**src/hw/vrc6_pkg.sv**
```systemverilog
// VRC6 mapper shared types and constants

package vrc6_pkg;

	typedef logic [15:0] cpu_addr_t;
	typedef logic [13:0] ppu_addr_t;
	typedef logic [7:0]  byte_t;
	typedef logic [5:0]  prg_bank_t;   // 8 KiB PRG page
	typedef logic [7:0]  chr_bank_t;   // 1 KiB CHR page
	typedef logic [5:0]  level_t;      // Summed audio, 0..61

	localparam int PRG_OFS_W = 13;
	localparam int CHR_OFS_W = 10;

	typedef enum logic [1:0] {
		MIR_VERT   = 2'd0,
		MIR_HORZ   = 2'd1,
		MIR_ONE_LO = 2'd2,
		MIR_ONE_HI = 2'd3
	} mirror_e;

	// Write pages, CPU address bits 15:12
	typedef enum logic [3:0] {
		PG_PRG16  = 4'h8,
		PG_PULSE1 = 4'h9,
		PG_PULSE2 = 4'hA,
		PG_SAW    = 4'hB,
		PG_PRG8   = 4'hC,
		PG_CHR_LO = 4'hD,
		PG_CHR_HI = 4'hE,
		PG_IRQ    = 4'hF
	} reg_page_e;

	localparam logic [6:0] PRESCALE_LONG  = 7'd113;
	localparam logic [6:0] PRESCALE_SHORT = 7'd112;

	localparam prg_bank_t LAST_PRG_PAGE = '1;   // Fixed page at E000

endpackage
```
**src/hw/vrc6_top.sv**
```systemverilog
// Konami VRC6 mapper top level

`timescale 1ns/1ps

module vrc6_top #(
	parameter bit SWAP_A01 = 1'b0   // Mapper 26 wiring
) (
	input  logic                clk,
	input  logic                rst_n,
	input  logic                ce,
	input  vrc6_pkg::cpu_addr_t cpu_addr,
	input  logic                cpu_we,
	input  vrc6_pkg::byte_t     cpu_din,
	input  vrc6_pkg::ppu_addr_t ppu_addr,
	output logic [18:0]         prg_rom_addr,
	output logic                prg_ram_sel,
	output logic [17:0]         chr_rom_addr,
	output logic                ciram_ce,
	output logic                ciram_a10,
	output logic                irq,
	output vrc6_pkg::level_t    audio
);

	vrc6_pkg::cpu_addr_t reg_addr;
	logic [4:0]          prg16_bank;
	vrc6_pkg::prg_bank_t prg8_bank;
	vrc6_pkg::chr_bank_t chr_banks [8];
	vrc6_pkg::mirror_e   mirror;
	logic [3:0]          pulse1_level;
	logic [3:0]          pulse2_level;
	logic [4:0]          saw_level;

	// Register select lines, A0 and A1 exchanged on mapper 26
	assign reg_addr = SWAP_A01 ? {cpu_addr[15:2], cpu_addr[0], cpu_addr[1]} : cpu_addr;

	vrc6_bank_regs u_bank_regs (
		.clk, .rst_n, .ce, .cpu_we, .reg_addr, .cpu_din,
		.prg16_bank, .prg8_bank, .chr_banks, .mirror
	);

	vrc6_addr_map u_addr_map (
		.cpu_addr, .ppu_addr, .prg16_bank, .prg8_bank, .chr_banks, .mirror,
		.prg_rom_addr, .prg_ram_sel, .chr_rom_addr, .ciram_ce, .ciram_a10
	);

	vrc_irq u_irq (
		.clk, .rst_n, .ce, .cpu_we, .reg_addr, .cpu_din, .irq
	);

	vrc6_pulse #(.PAGE(vrc6_pkg::PG_PULSE1)) u_pulse1 (
		.clk, .rst_n, .ce, .cpu_we, .reg_addr, .cpu_din,
		.level (pulse1_level)
	);

	vrc6_pulse #(.PAGE(vrc6_pkg::PG_PULSE2)) u_pulse2 (
		.clk, .rst_n, .ce, .cpu_we, .reg_addr, .cpu_din,
		.level (pulse2_level)
	);

	vrc6_saw u_saw (
		.clk, .rst_n, .ce, .cpu_we, .reg_addr, .cpu_din,
		.level (saw_level)
	);

	// 15 + 15 + 31 fits in six bits
	assign audio = {2'b00, pulse1_level} + {2'b00, pulse2_level} + {1'b0, saw_level};

endmodule

```
**src/hw/vrc6_saw.sv**
```systemverilog
// VRC6 sawtooth channel

`timescale 1ns/1ps

module vrc6_saw (
	input  logic                clk,
	input  logic                rst_n,
	input  logic                ce,
	input  logic                cpu_we,
	input  vrc6_pkg::cpu_addr_t reg_addr,
	input  vrc6_pkg::byte_t     cpu_din,
	output logic [4:0]          level
);

	logic        wr;
	logic [5:0]  rate;
	logic [11:0] freq;
	logic        en;
	logic [12:0] div;
	logic [2:0]  step;
	logic [7:0]  acc;

	assign wr = ce & cpu_we & (reg_addr[15:12] == vrc6_pkg::PG_SAW);

	always_ff @(posedge clk) begin
		if (wr) begin
			case (reg_addr[1:0])
				2'd0:    rate       <= cpu_din[5:0];
				2'd1:    freq[7:0]  <= cpu_din;
				2'd2:    freq[11:8] <= cpu_din[3:0];
				default: ;   // B003 is the mirroring register
			endcase
		end
	end

	always_ff @(posedge clk) begin
		if (!rst_n) begin
			en   <= 1'b0;
			div  <= '0;
			step <= '0;
			acc  <= '0;
		end else if (ce) begin
			if (wr && reg_addr[1:0] == 2'd2) begin
				en <= cpu_din[7];
			end
			if (en) begin
				if (div != 13'd0) begin
					div <= div - 13'd1;
				end else begin
					div <= {freq, 1'b1};   // Twice freq plus one
					if (step == 3'd6) begin
						step <= '0;
						acc  <= '0;
					end else begin
						step <= step + 3'd1;
						acc  <= acc + {2'b00, rate};
					end
				end
			end
		end
	end

	assign level = en ? acc[7:3] : 5'd0;

endmodule

```
**src/hw/vrc6_pulse.sv**
```systemverilog
// VRC6 pulse channel

`timescale 1ns/1ps

module vrc6_pulse #(
	parameter vrc6_pkg::reg_page_e PAGE = vrc6_pkg::PG_PULSE1
) (
	input  logic                clk,
	input  logic                rst_n,
	input  logic                ce,
	input  logic                cpu_we,
	input  vrc6_pkg::cpu_addr_t reg_addr,
	input  vrc6_pkg::byte_t     cpu_din,
	output logic [3:0]          level
);

	logic        wr;
	logic        mode;    // Constant volume, ignores duty
	logic [2:0]  duty;
	logic [3:0]  vol;
	logic [11:0] freq;
	logic        en;
	logic [11:0] div;
	logic [3:0]  step;

	assign wr = ce & cpu_we & (reg_addr[15:12] == PAGE);

	always_ff @(posedge clk) begin
		if (wr) begin
			case (reg_addr[1:0])
				2'd0:    {mode, duty, vol} <= cpu_din;
				2'd1:    freq[7:0]         <= cpu_din;
				2'd2:    freq[11:8]        <= cpu_din[3:0];
				default: ;
			endcase
		end
	end

	always_ff @(posedge clk) begin
		if (!rst_n) begin
			en   <= 1'b0;
			div  <= '0;
			step <= '0;
		end else if (ce) begin
			if (wr && reg_addr[1:0] == 2'd2) begin
				en <= cpu_din[7];
			end
			if (en) begin
				if (div != 12'd0) begin
					div <= div - 12'd1;
				end else begin
					div  <= freq;
					step <= step + 4'd1;   // 16-step duty sequence
				end
			end
		end
	end

	assign level = (en && (mode || step <= {1'b0, duty})) ? vol : 4'd0;

endmodule

```
**src/hw/vrc_irq.sv**
```systemverilog
// VRC IRQ counter with scanline prescaler

`timescale 1ns/1ps

module vrc_irq (
	input  logic                clk,
	input  logic                rst_n,
	input  logic                ce,
	input  logic                cpu_we,
	input  vrc6_pkg::cpu_addr_t reg_addr,
	input  vrc6_pkg::byte_t     cpu_din,
	output logic                irq
);

	logic            page_wr;
	logic            latch_wr;
	logic            ctrl_wr;
	logic            ack_wr;
	vrc6_pkg::byte_t latch;
	vrc6_pkg::byte_t count;
	logic            irq_m;     // 1 = cycle mode
	logic            irq_e;
	logic            irq_a;
	logic            timeout;
	logic [6:0]      prescale;
	logic [1:0]      line;      // Position in 113/113/112 rotation
	logic            irq_clk;
	logic            tick;

	assign page_wr  = ce & cpu_we & (reg_addr[15:12] == vrc6_pkg::PG_IRQ);
	assign latch_wr = page_wr & (reg_addr[1:0] == 2'd0);
	assign ctrl_wr  = page_wr & (reg_addr[1:0] == 2'd1);
	assign ack_wr   = page_wr & (reg_addr[1:0] == 2'd2);

	assign irq_clk = irq_m | (prescale == 7'd0);
	assign tick    = ce & irq_e & irq_clk;

	always_ff @(posedge clk) begin
		if (latch_wr) begin
			latch <= cpu_din;
		end
	end

	// Prescaler and counter
	always_ff @(posedge clk) begin
		if (!rst_n) begin
			count    <= '0;
			prescale <= '0;
			line     <= '0;
		end else if (ctrl_wr && cpu_din[1]) begin
			count    <= latch;
			prescale <= vrc6_pkg::PRESCALE_LONG;
			line     <= '0;
		end else if (ce && irq_e) begin
			if (prescale != 7'd0) begin
				prescale <= prescale - 7'd1;
			end else begin
				// Reload for the next line, short one third in rotation
				prescale <= (line == 2'd1) ? vrc6_pkg::PRESCALE_SHORT : vrc6_pkg::PRESCALE_LONG;
				line     <= line[1] ? 2'd0 : line + 2'd1;
			end
			if (irq_clk) begin
				count <= (count == 8'hFF) ? latch : count + 8'd1;
			end
		end
	end

	// Control bits and timeout flag
	always_ff @(posedge clk) begin
		if (!rst_n) begin
			irq_m   <= 1'b0;
			irq_e   <= 1'b0;
			irq_a   <= 1'b0;
			timeout <= 1'b0;
		end else if (ctrl_wr) begin
			{irq_m, irq_e, irq_a} <= cpu_din[2:0];
			timeout               <= 1'b0;
		end else if (ack_wr) begin
			irq_e   <= irq_a;   // Restore enable saved by A
			timeout <= 1'b0;
		end else if (tick && count == 8'hFF) begin
			timeout <= 1'b1;
		end
	end

	assign irq = timeout & irq_e;

endmodule

```
**src/hw/vrc6_addr_map.sv**
```systemverilog
// VRC6 PRG, CHR and nametable mapping

`timescale 1ns/1ps

module vrc6_addr_map (
	input  vrc6_pkg::cpu_addr_t cpu_addr,
	input  vrc6_pkg::ppu_addr_t ppu_addr,
	input  logic [4:0]          prg16_bank,
	input  vrc6_pkg::prg_bank_t prg8_bank,
	input  vrc6_pkg::chr_bank_t chr_banks [8],
	input  vrc6_pkg::mirror_e   mirror,
	output logic [18:0]         prg_rom_addr,
	output logic                prg_ram_sel,
	output logic [17:0]         chr_rom_addr,
	output logic                ciram_ce,
	output logic                ciram_a10
);

	vrc6_pkg::prg_bank_t prg_page;
	vrc6_pkg::chr_bank_t chr_page;

	always_comb begin
		case (cpu_addr[15:13])
			3'b100,
			3'b101:  prg_page = {prg16_bank, cpu_addr[13]};   // 8000-BFFF
			3'b110:  prg_page = prg8_bank;                    // C000-DFFF
			3'b111:  prg_page = vrc6_pkg::LAST_PRG_PAGE;      // E000-FFFF
			default: prg_page = '0;
		endcase
	end

	assign prg_rom_addr = {prg_page, cpu_addr[vrc6_pkg::PRG_OFS_W-1:0]};
	assign prg_ram_sel  = (cpu_addr[15:13] == 3'b011);   // 6000-7FFF work RAM

	assign chr_page     = chr_banks[ppu_addr[12:10]];
	assign chr_rom_addr = {chr_page, ppu_addr[vrc6_pkg::CHR_OFS_W-1:0]};

	assign ciram_ce = ppu_addr[13];

	always_comb begin
		case (mirror)
			vrc6_pkg::MIR_VERT:   ciram_a10 = ppu_addr[10];
			vrc6_pkg::MIR_HORZ:   ciram_a10 = ppu_addr[11];
			vrc6_pkg::MIR_ONE_LO: ciram_a10 = 1'b0;
			default:              ciram_a10 = 1'b1;
		endcase
	end

endmodule

```
**src/hw/vrc6_bank_regs.sv**
```systemverilog
// VRC6 bank and mirroring registers

`timescale 1ns/1ps

module vrc6_bank_regs (
	input  logic                clk,
	input  logic                rst_n,
	input  logic                ce,
	input  logic                cpu_we,
	input  vrc6_pkg::cpu_addr_t reg_addr,
	input  vrc6_pkg::byte_t     cpu_din,
	output logic [4:0]          prg16_bank,
	output vrc6_pkg::prg_bank_t prg8_bank,
	output vrc6_pkg::chr_bank_t chr_banks [8],
	output vrc6_pkg::mirror_e   mirror
);

	vrc6_pkg::reg_page_e page;
	logic                wr;
	logic [2:0]          chr_idx;

	assign page = vrc6_pkg::reg_page_e'(reg_addr[15:12]);
	assign wr   = ce & cpu_we;

	// D000-D003 select banks 0-3, E000-E003 banks 4-7
	assign chr_idx = {page == vrc6_pkg::PG_CHR_HI, reg_addr[1:0]};

	always_ff @(posedge clk) begin
		if (!rst_n) begin
			prg16_bank <= '0;
			prg8_bank  <= '0;
			mirror     <= vrc6_pkg::MIR_VERT;
			for (int i = 0; i < 8; i++) begin
				chr_banks[i] <= '0;
			end
		end else if (wr) begin
			case (page)
				vrc6_pkg::PG_PRG16: begin
					prg16_bank <= cpu_din[4:0];   // 16 KiB window at 8000
				end
				vrc6_pkg::PG_PRG8: begin
					prg8_bank <= cpu_din[5:0];    // 8 KiB window at C000
				end
				vrc6_pkg::PG_SAW: begin
					// Only B003 lives here, the rest is the sawtooth
					if (reg_addr[1:0] == 2'd3) begin
						mirror <= vrc6_pkg::mirror_e'(cpu_din[3:2]);
					end
				end
				vrc6_pkg::PG_CHR_LO,
				vrc6_pkg::PG_CHR_HI: begin
					chr_banks[chr_idx] <= cpu_din;
				end
				default: ;
			endcase
		end
	end

endmodule

```
**config.mk**
```make
export PLATFORM = sky130hd
export DESIGN_NAME = vrc6_top
export DESIGN_NICKNAME = d
export VERILOG_FILES = /design/src/hw/vrc6_pkg.sv /design/src/hw/vrc6_top.sv /design/src/hw/vrc6_saw.sv /design/src/hw/vrc6_pulse.sv /design/src/hw/vrc_irq.sv /design/src/hw/vrc6_addr_map.sv /design/src/hw/vrc6_bank_regs.sv
export SDC_FILE = /design/constraint.sdc
export NUM_CORES = 1
export LEC_CHECK = 0
export BUFFER_PORTS_ARGS = -buffer_cell sky130_fd_sc_hd__buf_2
export CAP_MARGIN = 0
export CORE_MARGIN = 5
export CORE_UTILIZATION = 60
export DETAILED_ROUTE_END_ITERATION = 12
export GPL_ROUTABILITY_DRIVEN = 0
export GPL_TIMING_DRIVEN = 0
export PLACE_DENSITY = 0.83
export REMOVE_ABC_BUFFERS = 1
export SLEW_MARGIN = 40
export SYNTH_ARGS = -nofsm -noshare
export SYNTH_HDL_FRONTEND = slang
export SYNTH_SLANG_ARGS = --single-unit
```
**constraint.sdc**
```tcl
create_clock -name clk -period 4.3 [get_ports clk]
set_clock_uncertainty 0.2 [all_clocks]
set_input_delay 0.645 -clock clk [delete_from_list [all_inputs] [get_ports clk]]
set_output_delay 0.645 -clock clk [all_outputs]
set_load 0.01 [all_outputs]
```
==> results.json, run 1 <==
{
  "status": "finished, final reports clean",
  "maxSlewHeadroom_pct": 45.7,
  "grt_antenna_before_repair": 0,
  "die_h_um": 143,
  "clock_latency_ns": 0.51,
  "fin_nets": 1148,
  "ys.flop_type": "dfxtp_1",
  "final-hold-violation-count": 0,
  "clock-sinks": 223,
  "htreeDepth": 1,
  "grt_usage_pct": 23.9,
  "p_leak_nw": 4.12,
  "grt_max_degree": 86,
  "power.density_mw_per_mm2": 364,
  "wl_per_cell_um": 18.3,
  "synth_top_area_share_pct": 29.8,
  "die_area_mm2": 0.0203,
  "yosysSeqAreaShare_pct": 48.7,
  "core_mm2": 0.0172,
  "synth_area_leaders": "dfxtp_1 (30%), edfxtp_1 (19%), mux2i_1 (7.0%)",
  "drtIter0Drc": 576,
  "via_count": 8037,
  "fillers": 1242,
  "std_cell_rows": 48,
  "dp_hpwl_um": 15100,
  "hold_class": "flop to flop",
  "fin_tns_setup_ns": 0,
  "final-seq-area_mm2": 0.00513,
  "timing.hold.ws_ns": 0.254,
  "finalSetupViolCount": 0,
  "ys_ff_latch": 223,
  "synth-edff-count": 66,
  "max_cap_violations": 0,
  "min_period_over_period_pct": 99.1,
  "grt_pass1_vias": 8098,
  "viasPerCell": 6.11,
  "cts_buffers": 23,
  "dieWidth_um": 143,
  "boundaryPins": 89,
  "cpPeakStageDelay_ns": 0.52,
  "multi_input_area_mm2": 0.00499,
  "ctsHoldBuffers": 0,
  "fin_crit_ns": 4.26,
  "antenna_cells": 0,
  "start_util_pct": 61.1,
  "io_buffers": 46,
  "critPathRequiredTime_ns": 3.45,
  "critical_path.max_fanout": 4,
  "syn-instance-count": 1075,
  "crit_type": "flop to output port",
  "worst_path_most_repeated_cell": "a21o_1",
  "finalWirelength_um": 24100,
  "rsz0062_at_grt": "yes",
  "cts_tree": "done",
  "drcViolationCount": 0,
  "syn_area_per_cell_um2": 9.80,
  "cts.clk_slew.worst_paths_ns": 0.06,
  "netlist_top_cells_count": "dfxtp_1 (157), nor2_1 (139), nand2_1 (91), mux2i_1 (74), a21oi_1 (69)",
  "vdd_ir_drop_max_mv": 0.308,
  "async_reset_ff_share_pct": 0,
  "drive_above_1_share_pct": 14.4,
  "ys_types": 69,
  "reg2reg_slack_ns": 1.42,
  "root_buffer": "clkbuf_16",
  "synth_area_mm2": 0.0105,
  "grt_pass1_wl_um": 39800,
  "slowest_stage": "fa_1",
  "max_freq_ghz": 0.235,
  "fin_total_pwr_mw": 4.20,
  "cp.arrival_ns": 3.42,
  "yosysWarnings": 0,
  "synth_top_cell_by_area": "dfxtp_1",
  "slew_violations": 0,
  "dr.pass1.iters": 5,
  "clockBufferDepth": 3,
  "worstSetupStartpointType": "flop",
  "end_kind": "output port",
  "yosysMostFrequentCell": "dfxtp_1",
  "syn_to_final_growth_pct": 9.64,
  "overflow": 0,
  "cp_cell_sequence": "inv_2 -> ha_4 -> nor2b_1 -> o21ai_1 -> a32oi_1 -> o21bai_2 -> nand3_2 -> fa_1 -> inv_1 -> ha_2 -> fa_2 -> a21o_1 -> a21o_1 -> buf_2",
  "worst_slew_pin_slew_ns": 0.812,
  "ant_nets": 0
}
placed cells by master (no fill, tap or decap), types with 5 or more instances in the layout:
cell / netlist / layout
buf_4: 25 / 5
dfxtp_1: 157 / 155
mux4_2: 16 / 16
inv_1: 35 / 32
or4_1: 5 / 5
a21oi_1: 69 / 68
or3_1: 12 / 12
o31ai_1: 8 / 8
a211oi_1: 11 / 11
nand2_1: 91 / 91
nand2b_1: 8 / 8
o21ai_0: 54 / 52
a31oi_1: 11 / 11
nor4_1: 10 / 8
nand3_1: 44 / 41
and2_1: 8 / 8
nor2_1: 139 / 139
fa_1: 6 / 5
nor2b_1: 10 / 9
nand4_1: 14 / 14
xnor2_1: 7 / 7
o211ai_1: 6 / 6
ha_1: 25 / 22
nor2_2: 8 / 8
mux2_2: 8 / 8
mux2i_1: 74 / 74
clkbuf_8: 0 / 6
a21o_1: 6 / 6
edfxtp_1: 66 / 66
buf_2: 3 / 47
clkbuf_16: 0 / 23
clkbuf_1: 42 / 6
nor3_1: 19 / 19
state kept, by name, indices dropped and copies added, names as in the netlist, 5 cells and up:
signal,flops
u_bank_regs.chr_banks,64
u_bank_regs.prg16_bank,5
u_bank_regs.prg8_bank,6
u_irq.count,8
u_irq.latch,8
u_irq.prescale,7
u_pulse1.div,12
u_pulse1.freq,12
u_pulse2.div,12
u_pulse2.freq,12
u_saw.acc,8
u_saw.div,13
u_saw.freq,12
u_saw.rate,6
per-stage QoR:
stage	worst slack, ns	util (%)	cell area (um^2)	std cells
6_report	0.0369	67.0	11500	1316
5_1_grt	-0.111	67.0	11500	1316
4_1_cts	0.000264	66.9	11500	1316
3_5_place_dp	0.205	62.2	10700	1272
3_3_place_gp	-0.829	61.8	10600	1268
2_1_floorplan	0.647	-	10100	997
routing by layer:
metal  share of wire [%]  GRT usage, %
met2                  48          39.4
met5                   0             0
met3                 6.4          4.57
met1                  43          31.6
met4                 2.7          8.45
timing repair:
item / CTS / global route
hold endpoints to repair: 0 / 0
buffers inserted: 3 / 0
gates resized for setup: 19 / 3
pin swaps: 12 / 6
setup endpoints to repair: 4 / 3
worst paths after layout:
check | to | start | cells past startpoint
setup / recovery | audio[5] | u_pulse2.duty[1]$_DFFE_PP_ | 14
hold / removal | u_bank_regs.prg16_bank[0]$_SDFFE_PN0P_ | u_bank_regs.prg16_bank[0]$_SDFFE_PN0P_ | 2
setup reg to reg | u_saw.acc[3]$_SDFFE_PN0P_ | u_saw.div[0]$_SDFFE_PN0P_ | 7
hold reg to reg | u_bank_regs.prg16_bank[0]$_SDFFE_PN0P_ | u_bank_regs.prg16_bank[0]$_SDFFE_PN0P_ | 2
logic make-up after synthesis:
family	synth area share, %
xor gates and xnor gates	0.832
adders and majority gates	4.11
buffers and inverters	5.02
and+or+nand+nor	18.7
AOI/OAI and AO/OA	11.2
DFF	48.7
muxes	11.5
power breakdown:
part / switching [mW] / total [mW] / internal (mW)
Combinational: 0.111 / 0.147 / 0.0364
Sequential: 0.00324 / 2.17 / 2.17
Clock: 0.797 / 1.88 / 1.09
layout make-up:
| type | instances | share of cell area [%] |
|---|---|---|
| flip-flops and latches | 223 | 44.4 |
| multi-input cells | 739 | 43.2 |
| clock buffers | 35 | 5.89 |
| repair buffers | 53 | 2.60 |
| well taps | 225 | 2.44 |
| inverters | 35 | 1.20 |
| clock inverters | 6 | 0.282 |
worst max-delay path: cells and delay by family (launching register included):
| kind | cells | cell delay, ns |
|---|---|---|
| AND/OR/NAND/NOR | 2 | 0.25 |
| adder cells (fa/ha/maj) | 4 | 1.26 |
| AO/OA/AOI/OAI | 5 | 0.77 |
| flip-flops | 1 | 0.38 |
| buffers and inverters | 3 | 0.25 |
Power figures use the tool's default switching activity.
==> inputs of run 2 (changes only) <==
Settings changed: CORE_UTILIZATION 60 to 44, PLACE_DENSITY 0.83 to 0.65.
==> run 2 against run 1 <==
Against the previous run:
- critical path depth unchanged
- worst hold slack got worse by 0.0027 ns
- largest power group unchanged
- power increased by 1.4%
- count of clock-buffer cells in the layout decreased by 7
- register-to-register slack got worse by 0.05 ns
- clock power increased by 3%
==> results.json, run 2 (synthesis results as in run 1) <==
{
  "boundaryPins": 89,
  "layout_commonest_cell": "dfxtp_1",
  "drive_above_1_share_pct": 14.9,
  "die_h_um": 165,
  "crit_family": "adder cells",
  "power.density_mw_per_mm2": 365,
  "largest_reg_flops": 64,
  "rsz0062_at_grt": "yes",
  "grt_max_degree": 95,
  "cts_tree": "done",
  "dr.pass1.iters": 5,
  "critPathRequiredTime_ns": 3.45,
  "status": "finished, final reports clean",
  "reg_top3": "u_bank_regs.chr_banks (64), u_saw.div (13)",
  "dp.cells": 1366,
  "finalWirelength_um": 24100,
  "crit_type": "flop to output port",
  "critPathBufInv": 3,
  "post-route-util_pct": 49.6,
  "final_cell_mix": "dfxtp_1 (153), nor2_1 (138), nand2_1 (91)",
  "viasPerCell": 5.51,
  "clock_latency_ns": 0.52,
  "p_leak_nw": 4.12,
  "cp.arrival_ns": 3.40,
  "cpPeakStageDelay_ns": 0.39,
  "max_cap_violations": 0,
  "finalInstanceArea_mm2": 0.0117,
  "reg2reg_from": "u_saw.div[2]$_SDFFE_PN0P_",
  "grt_antenna_before_repair": 1,
  "slew_violations": 0,
  "clockBufferDepth": 3,
  "dp_hpwl_um": 15500,
  "fin_nets": 1150,
  "dieWidth_um": 165,
  "vdd_ir_drop_max_mv": 0.267,
  "instances_no_fill": 1414,
  "placed_area_mm2": 0.0108,
  "max_freq_ghz": 0.236,
  "via_count": 7791,
  "io_buffers": 46,
  "worst_slew_pin_slew_ns": 0.789,
  "htreeDepth": 1,
  "clock-sinks": 223,
  "cts_buffers": 24,
  "cts.clk_slew.worst_paths_ns": 0.06,
  "crit_start": "u_pulse2.duty[1]$_DFFE_PP_",
  "antenna_cells": 0,
  "timing.hold.ws_ns": 0.251,
  "slowest_stage": "fa_2",
  "die_area_mm2": 0.0271,
  "critical_path.max_fanout": 3,
  "syn_to_final_growth_pct": 10.9,
  "multi_input_area_mm2": 0.00496,
  "overflow": 0,
  "finalSetupViolCount": 0,
  "drcViolationCount": 0,
  "reg2reg_to": "u_saw.acc[3]$_SDFFE_PN0P_",
  "largest_register": "u_bank_regs.chr_banks",
  "core_mm2": 0.0235,
  "drtIter0Drc": 457,
  "maxSlewHeadroom_pct": 46.9,
  "std_cell_rows": 56,
  "grt_usage_pct": 17.8,
  "grt_pass1_vias": 7505,
  "final-hold-violation-count": 0,
  "fin_crit_ns": 4.25,
  "fillers": 2229,
  "ant_nets": 0,
  "root_buffer": "clkbuf_16",
  "wl_per_cell_um": 17.0,
  "worstSetupStartpointType": "flop",
  "min_period_over_period_pct": 98.7,
  "grt_pass1_wl_um": 39200,
  "rr_worst_depth": 5,
  "reg2reg_slack_ns": 1.37,
  "end_kind": "output port",
  "final-seq-area_mm2": 0.00513,
  "start_util_pct": 44.7,
  "path_depth": 14,
  "cp_cell_sequence": "inv_2 -> ha_4 -> nor2b_1 -> o21ai_1 -> a32oi_1 -> o21bai_2 -> buf_4 -> and3_1 -> fa_2 -> ha_4 -> fa_2 -> a21o_1 -> a21o_1 -> buf_2",
  "crit_path_end": "audio[5]",
  "hold_class": "flop to flop"
}
[run 2: changes by cell type in the layout (fill, tap and decap cells not counted), moves of 2 or more]
| cell | change |
|---|---|
| dfxtp_1 | -2 |
| dfxtp_2 | +2 |
| clkbuf_8 | -5 |
| clkinv_1 | +2 |
| clkbuf_1 | -3 |
| clkinv_2 | +6 |
[run 2: worst register-to-register path, delay by kind of cell (launching register included)]
family | cells | cell delay [ns]
AND/OR/NAND/NOR | 4 | 2.09
flip-flops | 1 | 0.38
AO/OA/AOI/OAI | 1 | 0.17
[run 2: cell type report]
| type | count | area share, % |
|---|---|---|
| clock buffers | 28 | 5.36 |
| clock inverters | 16 | 0.986 |
| well taps | 319 | 3.42 |
| multi-input cells | 739 | 42.5 |
| inverters | 35 | 1.19 |
| flip-flops and latches | 223 | 43.9 |
| repair buffers | 54 | 2.61 |
[run 2: worst min path at each step]
| stage | to | cells past startpoint | from | slack, ns |
|---|---|---|---|---|
| after floorplan | u_bank_regs.prg16_bank[0]$_SDFFE_PN0P_ | 2 | u_bank_regs.prg16_bank[0]$_SDFFE_PN0P_ | 0.23 |
| after global placement | u_bank_regs.prg16_bank[4]$_SDFFE_PN0P_ | 2 | u_bank_regs.prg16_bank[4]$_SDFFE_PN0P_ | 0.24 |
| after detailed placement | u_bank_regs.prg16_bank[0]$_SDFFE_PN0P_ | 2 | u_bank_regs.prg16_bank[0]$_SDFFE_PN0P_ | 0.24 |
| after CTS | u_bank_regs.prg16_bank[0]$_SDFFE_PN0P_ | 2 | u_bank_regs.prg16_bank[0]$_SDFFE_PN0P_ | 0.25 |
| after global routing | u_bank_regs.prg16_bank[4]$_SDFFE_PN0P_ | 2 | u_bank_regs.prg16_bank[4]$_SDFFE_PN0P_ | 0.27 |
| final | u_bank_regs.prg16_bank[0]$_SDFFE_PN0P_ | 2 | u_bank_regs.prg16_bank[0]$_SDFFE_PN0P_ | 0.25 |
[run 2: layer usage]
layer  GRT usage [%]  up-vias  part of all wire [%]
li1                -     3847                     -
met1            24.3     3740                    45
met2            29.6      169                    48
met3            3.27       33                   4.9
met4            3.97        2                   1.8
met5               0        -                 0.029
[run 2: where the power goes]
| part | total [mW] | internal [mW] | leakage (nW) | switching, mW |
|---|---|---|---|---|
| combinational | 0.149 | 0.0364 | 1.89 | 0.112 |
| sequential | 2.17 | 2.17 | 1.86 | 0.00300 |
| clock | 1.94 | 1.10 | 0.371 | 0.836 |
| total | 4.26 | 3.31 | 4.12 | 0.952 |
[run 2: metrics by stage]
step                      TNS, ns  power [mW]  setup slack (ns)
after floorplan                 0        2.27             0.647
after global placement     -60.89        2.36            -0.979
after detailed placement        0        2.37             0.216
after CTS                 -0.0310        4.30           -0.0310
after global routing       -0.275        4.40            -0.120
final                           0        4.26            0.0544
[run 2: what timing repair did]
item                       4_1_cts  5_1_grt
hold endpoints to repair         0        0
pin swaps                       13       11
hold buffers                     0        0
setup buffers                    4        0
resized for setup               16        5
setup endpoints to repair        4        4
==> inputs of run 3 (changes only) <==
Settings changed: PLACE_DENSITY 0.65 to 0.67.
Clock period 4.3 ns to 3.8 ns, I/O delays scaled along.
==> run 3 against run 2 <==
Against the previous run:
- the flow now finishes with violations (setup timing)
- die area stayed put
- critical path depth stayed put
- power is 19% higher
- critical path type unchanged
==> results.json, run 3 (synthesis results as in run 1) <==
{
  "grt_usage_pct": 18.0,
  "core_mm2": 0.0235,
  "root_buffer": "clkbuf_16",
  "p_leak_nw": 4.17,
  "dieWidth_um": 165,
  "wl_per_cell_um": 17.2,
  "rsz0062_at_grt": "yes",
  "slew_violations": 0,
  "critical_path.max_fanout": 4,
  "ant_nets": 0,
  "crit_path_end": "audio[5]",
  "finalWirelength_um": 24300,
  "cp.arrival_ns": 3.38,
  "fin_tns_setup_ns": -1.11,
  "std_cell_rows": 56,
  "clockBufferDepth": 3,
  "cts_buffers": 25,
  "crit_start": "u_pulse1.duty[1]$_DFFE_PP_",
  "grt_antenna_before_repair": 0,
  "critPathRequiredTime_ns": 3.03,
  "clock-sinks": 223,
  "vdd_ir_drop_max_mv": 0.390,
  "fin_ws_ns": -0.352,
  "reg2reg_to": "u_saw.acc[3]$_SDFFE_PN0P_",
  "status": "finished with violations",
  "grt_pass1_wl_um": 39500,
  "drive_above_1_share_pct": 15.3,
  "fin_nets": 1151,
  "power.density_mw_per_mm2": 427,
  "placed_area_mm2": 0.0108,
  "post-route-util_pct": 50.2,
  "via_count": 7740,
  "clock_latency_ns": 0.52,
  "antenna_cells": 0,
  "drcViolationCount": 0,
  "ctsHoldBuffers": 0,
  "start_util_pct": 44.7,
  "reg2reg_slack_ns": 0.91,
  "worstSetupStartpointType": "flop",
  "end_kind": "output port",
  "syn_to_final_growth_pct": 12.3,
  "cts.clk_slew.worst_paths_ns": 0.06,
  "die_area_mm2": 0.0271,
  "violations": "setup timing",
  "cts_tree": "done",
  "crit_type": "flop to output port",
  "rr_worst_depth": 5,
  "grt_max_degree": 86,
  "finalSetupViolCount": 4,
  "htreeDepth": 1,
  "boundaryPins": 89,
  "final_cell_mix": "dfxtp_1 (155), nor2_1 (138), nand2_1 (91)",
  "dp_slack_ns": -0.121,
  "reg_top3": "u_bank_regs.chr_banks (64), u_saw.div (13)",
  "reg2reg_from": "u_saw.div[2]$_SDFFE_PN0P_",
  "fin_total_pwr_mw": 5.05,
  "maxSlewHeadroom_pct": 47.2,
  "worst_slew_pin_slew_ns": 0.789,
  "final-hold-violation-count": 0,
  "min_period_over_period_pct": 109,
  "fin_crit_ns": 4.15,
  "die_h_um": 165,
  "viasPerCell": 5.47,
  "fillers": 2164,
  "dr.pass1.iters": 5,
  "dp_hpwl_um": 15600,
  "drtIter0Drc": 404,
  "largest_register": "u_bank_regs.chr_banks",
  "overflow": 0,
  "largest_reg_flops": 64,
  "grt_pass1_vias": 7499,
  "finalInstanceArea_mm2": 0.0118,
  "max_freq_ghz": 0.241,
  "max_cap_violations": 0,
  "hold_class": "flop to flop",
  "io_buffers": 46,
  "layout_commonest_cell": "dfxtp_1"
}
==> run 3: power breakdown <==
part	leakage (nW)	switching, mW	internal (mW)	total (mW)
clock	0.413	0.934	1.49	2.43
sequential	1.86	0.00352	2.45	2.46
combinational	1.90	0.128	0.0414	0.169
total	4.17	1.07	3.99	5.05
==> run 3: worst min-delay path by stage <==
| stage | startpoint | to | slack, ns | cells past startpoint |
|---|---|---|---|---|
| 2_1_floorplan | u_bank_regs.prg16_bank[0]$_SDFFE_PN0P_ | u_bank_regs.prg16_bank[0]$_SDFFE_PN0P_ | 0.23 | 2 |
| 3_3_place_gp | u_bank_regs.prg16_bank[3]$_SDFFE_PN0P_ | u_bank_regs.prg16_bank[3]$_SDFFE_PN0P_ | 0.24 | 2 |
| 3_5_place_dp | u_bank_regs.prg16_bank[3]$_SDFFE_PN0P_ | u_bank_regs.prg16_bank[3]$_SDFFE_PN0P_ | 0.24 | 2 |
| 4_1_cts | u_bank_regs.prg16_bank[3]$_SDFFE_PN0P_ | u_bank_regs.prg16_bank[3]$_SDFFE_PN0P_ | 0.25 | 2 |
| 5_1_grt | u_bank_regs.prg16_bank[3]$_SDFFE_PN0P_ | u_bank_regs.prg16_bank[3]$_SDFFE_PN0P_ | 0.28 | 2 |
| 6_report | u_bank_regs.prg16_bank[2]$_SDFFE_PN0P_ | u_bank_regs.prg16_bank[2]$_SDFFE_PN0P_ | 0.25 | 2 |
==> run 3: final cells by class <==
type                    count  area [um^2]  area share [%]
inverters                  35          139            1.17
clock inverters            10          128            1.08
multi-input cells         739         5010            42.4
repair buffers             54          318            2.69
flip-flops and latches    223         5130            43.3
well taps                 319          399            3.37
clock buffers              36          707            5.98
==> run 3: per-stage QoR <==
stage / cells / hold WS [ns]
2_1_floorplan: 997 / 0.233
3_3_place_gp: 1362 / 0.239
3_5_place_dp: 1366 / 0.245
4_1_cts: 1415 / 0.253
5_1_grt: 1416 / 0.275
6_report: 1416 / 0.249
==> run 3: metal layers <==
layer | share of wire [%] | up-vias | track usage, %
met3 | 4.3 | 29 | 2.85
met1 | 47 | 3695 | 25.6
met4 | 1.6 | 0 | 3.97
met5 | 0 | - | 0
met2 | 47 | 162 | 29.2
li1 | - | 3854 | -
==> run 3: repair_timing <==
item	CTS	global route
hold endpoints to repair	0	0
buffers inserted	3	1
endpoints found under the setup margin	5	5
gates resized for setup	22	6
pin swaps	19	9
==> run 3: worst max-delay path, cell delays in order (launching register included) <==
cell	delay, ns
edfxtp_1	0.37
inv_2	0.07
ha_4	0.19
nor2b_4	0.12
o21ai_2	0.12
a32oi_2	0.07
o21bai_2	0.23
nand3_2	0.11
fa_1	0.55
inv_1	0.05
ha_2	0.19
fa_2	0.36
a21o_1	0.16
a21o_1	0.16
buf_6	0.12
